==> src/rename_config.svh <==
// RAT_DEPTH must equal 2**ARCH_REG_W and ROBID_W must stay below XLEN
`ifndef RENAME_CONFIG_SVH
`define RENAME_CONFIG_SVH

// data path
`define XLEN 32

// reorder buffer id
`define ROBID_W 8

// register fields, rd msb set means no write
`define ARCH_REG_W 5
`define RD_W 6

// reservation station opcode
`define OP_W 5

`define RAT_DEPTH 32

`endif
==> src/dispatch_pkg.sv <==
// memory wins over csr_access when both are set; flag sets outside the four forms give FORM_UNDEF
package dispatch_pkg;

  typedef enum logic [1:0] {
    TGT_NONE  = 2'd0,
    TGT_EXERS = 2'd1,
    TGT_LSQ   = 2'd2,
    TGT_CSR   = 2'd3
  } dispatch_target_e;

  typedef enum logic [2:0] {
    FORM_LUI     = 3'd0,
    FORM_PC      = 3'd1,
    FORM_REG_IMM = 3'd2,
    FORM_REG_REG = 3'd3,
    FORM_UNDEF   = 3'd4
  } operand_form_e;

  // queue for an instruction of this class, valid or not
  function automatic dispatch_target_e route(logic uses_memory, logic csr_access);
    if (uses_memory) return TGT_LSQ;
    if (csr_access) return TGT_CSR;
    return TGT_EXERS;
  endfunction

  // stores use rs2 and imm, rs2 takes op2
  function automatic operand_form_e operand_form(logic uses_rs1, logic uses_pc,
                                                 logic uses_rs2, logic uses_imm);
    if (!uses_rs1) return uses_pc ? FORM_PC : FORM_LUI;
    if (uses_pc) return FORM_UNDEF;
    if (uses_rs2) return FORM_REG_REG;
    return uses_imm ? FORM_REG_IMM : FORM_UNDEF;
  endfunction

endpackage

==> src/rename_types_pkg.sv <==
// tag words keep every bit above the robid at zero; needs rename_config.svh on the include path
`include "rename_config.svh"

package rename_types_pkg;

  typedef logic [`ROBID_W-1:0] robid_t;

  // one RAT word, read as a value when its ready bit is set and as a tag otherwise
  typedef union packed {
    logic [`XLEN-1:0] value;
    struct packed {
      logic [`XLEN-`ROBID_W-1:0] zero;
      robid_t                    robid;
    } tag;
  } tag_or_value_u;

  // pending entry word for a producer robid
  function automatic tag_or_value_u make_tag(robid_t id);
    tag_or_value_u w;
    w.tag.zero  = '0;
    w.tag.robid = id;
    return w;
  endfunction

  // completed entry word
  function automatic tag_or_value_u make_value(logic [`XLEN-1:0] v);
    tag_or_value_u w;
    w.value = v;
    return w;
  endfunction

endpackage

==> src/rename_unit_top.sv <==
// wiring only; queue stalls must stay low while rst_n is low
`timescale 1ns/1ps
`include "rename_config.svh"

module rename_unit_top import rename_types_pkg::*; (
  input  logic                   clk,
  input  logic                   rst_n,
  input  logic                   decode_valid,
  input  logic [`XLEN-1:2]       decode_addr,
  input  logic [`OP_W-1:0]       decode_rsop,
  input  robid_t                 decode_robid,
  input  logic [`RD_W-1:0]       decode_rd,
  input  logic [`ARCH_REG_W-1:0] decode_rs1,
  input  logic [`ARCH_REG_W-1:0] decode_rs2,
  input  logic [`XLEN-1:0]       decode_imm,
  input  logic                   decode_uses_rs1,
  input  logic                   decode_uses_rs2,
  input  logic                   decode_uses_imm,
  input  logic                   decode_uses_memory,
  input  logic                   decode_uses_pc,
  input  logic                   decode_csr_access,
  output logic                   stall,
  input  logic                   wb_valid,
  input  robid_t                 wb_robid,
  input  logic [`XLEN-1:0]       wb_value,
  input  logic                   exers_stall,
  input  logic                   lsq_stall,
  input  logic                   flush,
  output logic                   exers_write,
  output logic                   lsq_write,
  output logic                   csr_write,
  output logic [`OP_W-1:0]       op,
  output robid_t                 robid,
  output logic [`RD_W-1:0]       rd,
  output logic                   op1ready,
  output logic [`XLEN-1:0]       op1,
  output logic                   op2ready,
  output logic [`XLEN-1:0]       op2,
  output logic [`XLEN-1:0]       imm
);

  logic                   rat_write;
  logic [`RD_W-1:0]       rat_rd;
  robid_t                 rat_robid;
  logic [`ARCH_REG_W-1:0] rat_rs1;
  logic [`ARCH_REG_W-1:0] rat_rs2;
  logic                   rs1_ready;
  logic                   rs2_ready;
  tag_or_value_u          rs1_tagval;
  tag_or_value_u          rs2_tagval;

  rename rename_i (
    .clk, .rst_n,
    .decode_valid, .decode_addr, .decode_rsop, .decode_robid, .decode_rd,
    .decode_rs1, .decode_rs2, .decode_imm,
    .decode_uses_rs1, .decode_uses_rs2, .decode_uses_imm,
    .decode_uses_memory, .decode_uses_pc, .decode_csr_access,
    .rs1_ready, .rs1_tagval, .rs2_ready, .rs2_tagval,
    .exers_stall, .lsq_stall, .flush, .stall,
    .rat_write, .rat_rd, .rat_robid, .rat_rs1, .rat_rs2,
    .exers_write, .lsq_write, .csr_write,
    .op, .robid, .rd, .op1ready, .op1, .op2ready, .op2, .imm
  );

  // stall freezes the registered reads with the stage
  rat rat_i (
    .clk, .rst_n,
    .rat_write, .rat_rd, .rat_robid, .rat_rs1, .rat_rs2,
    .hold (stall),
    .wb_valid, .wb_robid, .wb_value, .flush,
    .rs1_ready, .rs1_tagval, .rs2_ready, .rs2_tagval
  );

endmodule

==> src/rename.sv <==
// stall follows the decode slot's class even with decode_valid low; queues ignore writes while stalled
`timescale 1ns/1ps
`include "rename_config.svh"

module rename import rename_types_pkg::*, dispatch_pkg::*; (
  input  logic                   clk,
  input  logic                   rst_n,
  input  logic                   decode_valid,
  input  logic [`XLEN-1:2]       decode_addr,
  input  logic [`OP_W-1:0]       decode_rsop,
  input  robid_t                 decode_robid,
  input  logic [`RD_W-1:0]       decode_rd,
  input  logic [`ARCH_REG_W-1:0] decode_rs1,
  input  logic [`ARCH_REG_W-1:0] decode_rs2,
  input  logic [`XLEN-1:0]       decode_imm,
  input  logic                   decode_uses_rs1,
  input  logic                   decode_uses_rs2,
  input  logic                   decode_uses_imm,
  input  logic                   decode_uses_memory,
  input  logic                   decode_uses_pc,
  input  logic                   decode_csr_access,
  input  logic                   rs1_ready,
  input  tag_or_value_u          rs1_tagval,
  input  logic                   rs2_ready,
  input  tag_or_value_u          rs2_tagval,
  input  logic                   exers_stall,
  input  logic                   lsq_stall,
  input  logic                   flush,
  output logic                   stall,
  output logic                   rat_write,
  output logic [`RD_W-1:0]       rat_rd,
  output robid_t                 rat_robid,
  output logic [`ARCH_REG_W-1:0] rat_rs1,
  output logic [`ARCH_REG_W-1:0] rat_rs2,
  output logic                   exers_write,
  output logic                   lsq_write,
  output logic                   csr_write,
  output logic [`OP_W-1:0]       op,
  output robid_t                 robid,
  output logic [`RD_W-1:0]       rd,
  output logic                   op1ready,
  output logic [`XLEN-1:0]       op1,
  output logic                   op2ready,
  output logic [`XLEN-1:0]       op2,
  output logic [`XLEN-1:0]       imm
);

  dispatch_target_e in_class;
  dispatch_target_e tgt_q;
  operand_form_e    form_q;
  logic [`XLEN-1:0] addr_q;
  logic [`XLEN-1:0] imm_q;
  logic [`OP_W-1:0] op_q;
  robid_t           robid_q;
  logic [`RD_W-1:0] rd_q;

  assign in_class = route(decode_uses_memory, decode_csr_access);
  assign stall    = ((in_class == TGT_EXERS) && exers_stall) ||
                    ((in_class == TGT_LSQ) && lsq_stall);

  // RAT side straight from decode
  assign rat_write = decode_valid && !stall && !decode_rd[`RD_W-1] &&
                     (decode_rd[`ARCH_REG_W-1:0] != '0);
  assign rat_rd    = decode_rd;
  assign rat_robid = decode_robid;
  assign rat_rs1   = decode_rs1;
  assign rat_rs2   = decode_rs2;

  always_ff @(posedge clk) begin
    if (!rst_n || flush) begin
      tgt_q <= TGT_NONE;
    end else if (!stall) begin
      tgt_q <= decode_valid ? in_class : TGT_NONE;
    end
  end

  always_ff @(posedge clk) begin
    if (!stall) begin
      addr_q  <= {decode_addr, 2'b00};
      imm_q   <= decode_imm;
      op_q    <= decode_rsop;
      robid_q <= decode_robid;
      rd_q    <= decode_rd;
      form_q  <= operand_form(decode_uses_rs1, decode_uses_pc,
                              decode_uses_rs2, decode_uses_imm);
    end
  end

  assign exers_write = (tgt_q == TGT_EXERS);
  assign lsq_write   = (tgt_q == TGT_LSQ);
  assign csr_write   = (tgt_q == TGT_CSR);
  assign op          = op_q;
  assign robid       = robid_q;
  assign rd          = rd_q;
  assign imm         = imm_q;

  // RAT words go out raw, a value or a tag word per ready
  always_comb begin
    op1ready = 1'b1;
    op1      = '0;
    op2ready = 1'b1;
    op2      = '0;
    case (form_q)
      FORM_LUI: begin
        op1 = imm_q;
      end
      FORM_PC: begin
        op1 = addr_q;
        op2 = imm_q;
      end
      FORM_REG_IMM: begin
        op1ready = rs1_ready;
        op1      = rs1_tagval;
        op2      = imm_q;
      end
      FORM_REG_REG: begin
        op1ready = rs1_ready;
        op1      = rs1_tagval;
        op2ready = rs2_ready;
        op2      = rs2_tagval;
      end
      default: begin
        op1 = '0;
      end
    endcase
  end

  one_queue: assert property (@(posedge clk) disable iff (!rst_n)
    $onehot0({exers_write, lsq_write, csr_write}));

  // decode never sends rs1 together with pc
  legal_op1: assert property (@(posedge clk) disable iff (!rst_n)
    decode_valid |-> !(decode_uses_rs1 && decode_uses_pc));

  // queues are held in reset too, so their stalls stay low
  quiet_in_reset: assert property (@(posedge clk) !rst_n |-> !stall);

endmodule

==> src/rat.sv <==
// no checkpoint recovery: flush only marks entries ready, values stay at the last writeback
`timescale 1ns/1ps
`include "rename_config.svh"

module rat import rename_types_pkg::*; (
  input  logic                   clk,
  input  logic                   rst_n,
  input  logic                   rat_write,
  input  logic [`RD_W-1:0]       rat_rd,
  input  robid_t                 rat_robid,
  input  logic [`ARCH_REG_W-1:0] rat_rs1,
  input  logic [`ARCH_REG_W-1:0] rat_rs2,
  input  logic                   hold,
  input  logic                   wb_valid,
  input  robid_t                 wb_robid,
  input  logic [`XLEN-1:0]       wb_value,
  input  logic                   flush,
  output logic                   rs1_ready,
  output tag_or_value_u          rs1_tagval,
  output logic                   rs2_ready,
  output tag_or_value_u          rs2_tagval
);

  logic [`RAT_DEPTH-1:0]  ready;
  tag_or_value_u          entry [`RAT_DEPTH];
  logic [`RAT_DEPTH-1:0]  wb_hit;
  logic [`ARCH_REG_W-1:0] wr_idx;
  logic                   wr_en;
  logic                   rs1_sel_ready;
  logic                   rs2_sel_ready;
  tag_or_value_u          rs1_sel;
  tag_or_value_u          rs2_sel;

  // pending word completed by this cycle's writeback
  function automatic logic wb_match(logic rdy, tag_or_value_u word);
    return wb_valid && !rdy && (word.tag.robid == wb_robid);
  endfunction

  assign wr_idx = rat_rd[`ARCH_REG_W-1:0];
  assign wr_en  = rat_write && !rat_rd[`RD_W-1] && (wr_idx != '0) && !flush;

  always_comb begin
    for (int i = 0; i < `RAT_DEPTH; i++) begin
      wb_hit[i] = wb_match(ready[i], entry[i]);
    end
  end

  // x0 is never touched after reset
  always_ff @(posedge clk) begin
    if (!rst_n) begin
      ready <= '1;
      for (int i = 0; i < `RAT_DEPTH; i++) begin
        entry[i] <= '0;
      end
    end else begin
      for (int i = 1; i < `RAT_DEPTH; i++) begin
        if (wr_en && (wr_idx == i)) begin
          ready[i] <= 1'b0;
          entry[i] <= make_tag(rat_robid);
        end else begin
          if (wb_hit[i]) begin
            ready[i] <= 1'b1;
            entry[i] <= make_value(wb_value);
          end
          if (flush) begin
            ready[i] <= 1'b1;
          end
        end
      end
    end
  end

  // held operand or fresh read, either one snoops the writeback
  assign rs1_sel_ready = hold ? rs1_ready : ready[rat_rs1];
  assign rs1_sel       = hold ? rs1_tagval : entry[rat_rs1];
  assign rs2_sel_ready = hold ? rs2_ready : ready[rat_rs2];
  assign rs2_sel       = hold ? rs2_tagval : entry[rat_rs2];

  always_ff @(posedge clk) begin
    if (!rst_n) begin
      rs1_ready <= 1'b1;
      rs2_ready <= 1'b1;
    end else begin
      rs1_ready <= rs1_sel_ready || wb_match(rs1_sel_ready, rs1_sel);
      rs2_ready <= rs2_sel_ready || wb_match(rs2_sel_ready, rs2_sel);
    end
  end

  always_ff @(posedge clk) begin
    rs1_tagval <= wb_match(rs1_sel_ready, rs1_sel) ? make_value(wb_value) : rs1_sel;
    rs2_tagval <= wb_match(rs2_sel_ready, rs2_sel) ? make_value(wb_value) : rs2_sel;
  end

  // rename must not retag while the stage is frozen
  no_write_on_hold: assert property (@(posedge clk) disable iff (!rst_n)
    hold |-> !rat_write);

endmodule

==> config.mk <==
export PLATFORM = sky130hd
export DESIGN_NAME = rename_unit_top
export DESIGN_NICKNAME = d
export VERILOG_FILES = /design/src/dispatch_pkg.sv /design/src/rename_types_pkg.sv /design/src/rename_unit_top.sv /design/src/rename.sv /design/src/rat.sv
export VERILOG_INCLUDE_DIRS = /design/src
export SDC_FILE = /design/constraint.sdc
export NUM_CORES = 2
export LEC_CHECK = 0
export BUFFER_PORTS_ARGS = -buffer_cell sky130_fd_sc_hd__buf_2
export CORE_AREA = 4 4 474 476
export CTS_CLUSTER_DIAMETER = 60
export CTS_CLUSTER_SIZE = 8
export DETAILED_ROUTE_END_ITERATION = 16
export DIE_AREA = 0 0 478 480
export SLEW_MARGIN = 10
export SYNTH_ARGS = -nofsm -noshare
export SYNTH_HDL_FRONTEND = slang
export SYNTH_SLANG_ARGS = --single-unit
==> constraint.sdc <==
create_clock -name clk -period 8.9 [get_ports clk]
set_input_delay 0.445 -clock clk [delete_from_list [all_inputs] [get_ports clk]]
set_output_delay 0.445 -clock clk [all_outputs]
set_load 0.01 [all_outputs]
==> summary.txt <==
Critical path
  • Critical path endpoint category: flop
  • Reg2reg setup slack: 4.42 ns
  • WS Path Type: input pin to flop
  • Crit-path cells: dlygate4sd3_1, buf_2, nor2_1, a22oi_2, and4_1, nand3_1, o21ai_2, buf_4, nand2b_2
  • Crit path max fanout: 32
  • Critical path startpoint category: input pin
  • Worst path top cell family by delay: simple AND/OR/NAND/NOR gates
  • Worst Path Buf+Inv: 3
  • Max stage delay cell, worst path: o21ai_2
  • Arrival @ worst endpoint: 5.23 ns
  • Worst Path Required: 9.31 ns
  • Crit-path max cell delay: 0.96 ns

Yosys
  • Synth unique cells: 73
  • Avg Inst Size Synth: 13.4 um2
  • Post-Syn Area: 65800 um2
  • Post-Syn Nets: around 5100
  • Cells after Synth: between 4000 and 5000
  • Post-synth ARST share: 0%
  • Yosys reg bits: 1175
  • Sequential element share of the synthesized area: 52.8%
  • Most common flop cell mapped by yosys: edfxtp_1
  • Yosys warnings: 0
  • Post-synth EDFFs: 1124

CTS
  • Clock latency on the worst-skew pair: 0.82 ns
  • TritonCTS Sinks: 1175
  • CTS root buf: clkbuf_16
  • Clock Path Buffers: 3
  • Clock transition at the registers of the reported paths: 0.05 ns
  • H-tree Lvls: 4
  • TritonCTS Buffers: 167
  • Clock tree from TritonCTS: built

Cells and area
  • Fill cell count: 21400
  • Most frequent cells in the layout: 1124 x edfxtp_1, 773 x nor3_1, 533 x mux4_2
  • Commonest non-fill, non-tap cell in the layout: edfxtp_1
  • Fin area: 75500 um2
  • Layout Utilization: 34.2%
  • Fraction of layout cells with a size suffix above 1: 25.6%
  • P&R area growth vs syn: 14.7%
  • Nets: 5164
  • Layout Cells excl Fill: about 8000

Power
  • Switching share of power: a little over a quarter
  • Register share of total power: 45.4%
  • Maximum vdd drop: 0.210 mV
  • Clock power frac: 41.1%
  • Sw power: a little under 4 mW
  • Pwr dens: between 150 and 200 nW/um2
  • Cell Int Power: between 10 and 15 mW
  • Part of the power in combinational logic: between 10% and 20%
  • Static leakage: 25.2 nW
  • Total power after layout: 14.6 mW

Drt
  • First drt pass iteration count: 7
  • Vias post-DR: 49600
  • Post-route antenna net violation count: 0
  • DR vias/cell: 6.16
  • Drt total wl: between 200000 and 300000 um
  • Drt wl/cell: 33.2 um
  • DRC: 0
  • Iteration-0 DRC Markers: 7048

STA
  • Fmax: 207 MHz
  • Setup ws final: 4.08 ns
  • Final Hold Fails: 0
  • Crit share post-route: between 50% and 60%
  • # setup viols final: 0
  • RSZ-0062 raised after global routing: no
  • Relative slew slack: just under 5%
  • Clk_skew: 0.0397 ns
  • Final TNS setup: 0 ns
  • Hold WS: 0.0386 ns
  • Worst-Margin Slew: ~1.4 ns
  • Fin. max-slew vios: 0
  • Clock period minus worst slack: 4.82 ns

Place
  • Cell count after placement: 7737
  • Dpl ws: 3.49 ns
  • Placed inst area: 69900 um2
  • Routability cong.: 1.00
  • IO buf count: 264
  • Dpl hpwl: roughly 160000 um

Global routing
  • Number of global-route vias before repair: 49900
  • Initial antenna violation count: 7
  • GRT Util Overall: between 20 and 25%
  • First-pass GRT wire length: approximately 380000 um
  • GRT overflow: 0
  • Largest net degree at the start of global routing: around 120

Floorplan
  • Die Wd: 478 um
  • Core area: ~220000 um2
  • Rows: 173
  • Die Y: roughly 480 um
  • Initial Util: 29.8%
  • Die footprint: approximately 230000 um2
  • IO Pins: 265

Hold path
  • Hold Path Class: input pin to flop

Outcome
  • Status: complete, no violations

Run
  • Maxcap violations: 0
-- cells in the mapped netlist (48+ instances only) --
cell type,number,area share [%]
a21oi_1,48,0.36
a22o_1,90,1.2
buf_1,54,0.31
buf_2,78,0.59
clkbuf_1,386,2.2
dfxtp_1,51,1.6
edfxtp_1,1124,51
mux2_2,85,1.5
mux2i_1,262,4.0
mux4_2,533,18
nand2_1,218,1.2
nor2_1,280,1.6
nor3_1,777,5.9
o21ai_0,178,1.4
xnor2_1,140,1.9
xor2_1,134,1.8
-- final cells by class --
type | instances | area [um2] | area share (%)
Antenna cell | 5 | 12.5 | 0.0166
Clock buffer | 220 | 4570 | 6.05
Clock inverter | 11 | 143 | 0.189
Inverter | 39 | 149 | 0.197
Multi-Input combinational cell | 3155 | 28900 | 38.2
Sequential cell | 1175 | 34800 | 46.1
Tap cell | 2975 | 3720 | 4.93
Timing Repair Buffer | 482 | 3260 | 4.32
-- power by group through the flow --
stage	logic, mW	clock network (mW)	registers (mW)
after global routing	2.05	6.26	6.62
after detailed placement	1.89	0	6.70
final	1.97	5.99	6.61
after CTS	1.93	6.02	6.60
after global placement	1.88	0	6.69
after floorplan	1.20	0	6.59
-- what timing repair did --
item / CTS / global route
hold buffers: 89 / 0
setup buffers: 0 / 0
endpoints found under the hold margin: 88 / 0
resized for setup: 0 / 0
-- cell families after synthesis --
logic type / count (synthesis) / share of synthesized area [%]
buf+inv: 581 / 3.68
xor+xnor: 274 / 3.65
simple gates: 1520 / 11.2
compound gates: 480 / 4.91
flops: 1175 / 52.8
mux: 881 / 23.7
-- final timing paths --
check	start	endpoint	cells after the start
max	decode_uses_memory	rat_i.entry[31][5]$_SDFFCE_PN0P_	9
min	wb_value[24]	rat_i.rs2_tagval[24]$_DFFE_PP_	2
max reg2reg	rat_i.entry[24][6]$_SDFFCE_PN0P_	rat_i.rs2_tagval[0]$_DFF_P_	10
min reg2reg	rename_i.tgt_q[1]$_SDFFE_PP0N_	rename_i.tgt_q[1]$_SDFFE_PP0N_	2
-- state kept, by name (all words and copies together) (netlist names), 3 cells and up --
signal	cells
rename_i.robid	8
rename_i.form_q	3
rename_i.rd	6
rat_i.ready	31
rat_i.rs2_tagval	32
rename_i.imm	32
rename_i.addr_q	30
rat_i.rs1_tagval	32
rat_i.entry	992
rename_i.op	5
-- routing by layer --
metal / part of all wire [%] / track usage, % / vias up
met1: 35 / 27.8 / 25200
met5: 0.014 / 0 / -
met3: 13 / 6.87 / 920
li1: - / - / 19500
met4: 6.4 / 12.7 / 6
met2: 46 / 35.6 / 3943
-- worst register-to-register path: stages, from the launching register on --
cell       delay, ns
edfxtp_1        0.40
nor2b_1         0.15
a2111oi_0       0.08
buf_4           0.20
a2111oi_1       1.06
nor3_1          0.22
xnor2_1         0.23
nand4_1         0.15
nor4_1          0.53
or2_2           0.91
mux2_2          0.44
No activity file was read; power rests on OpenSTA's default activity.
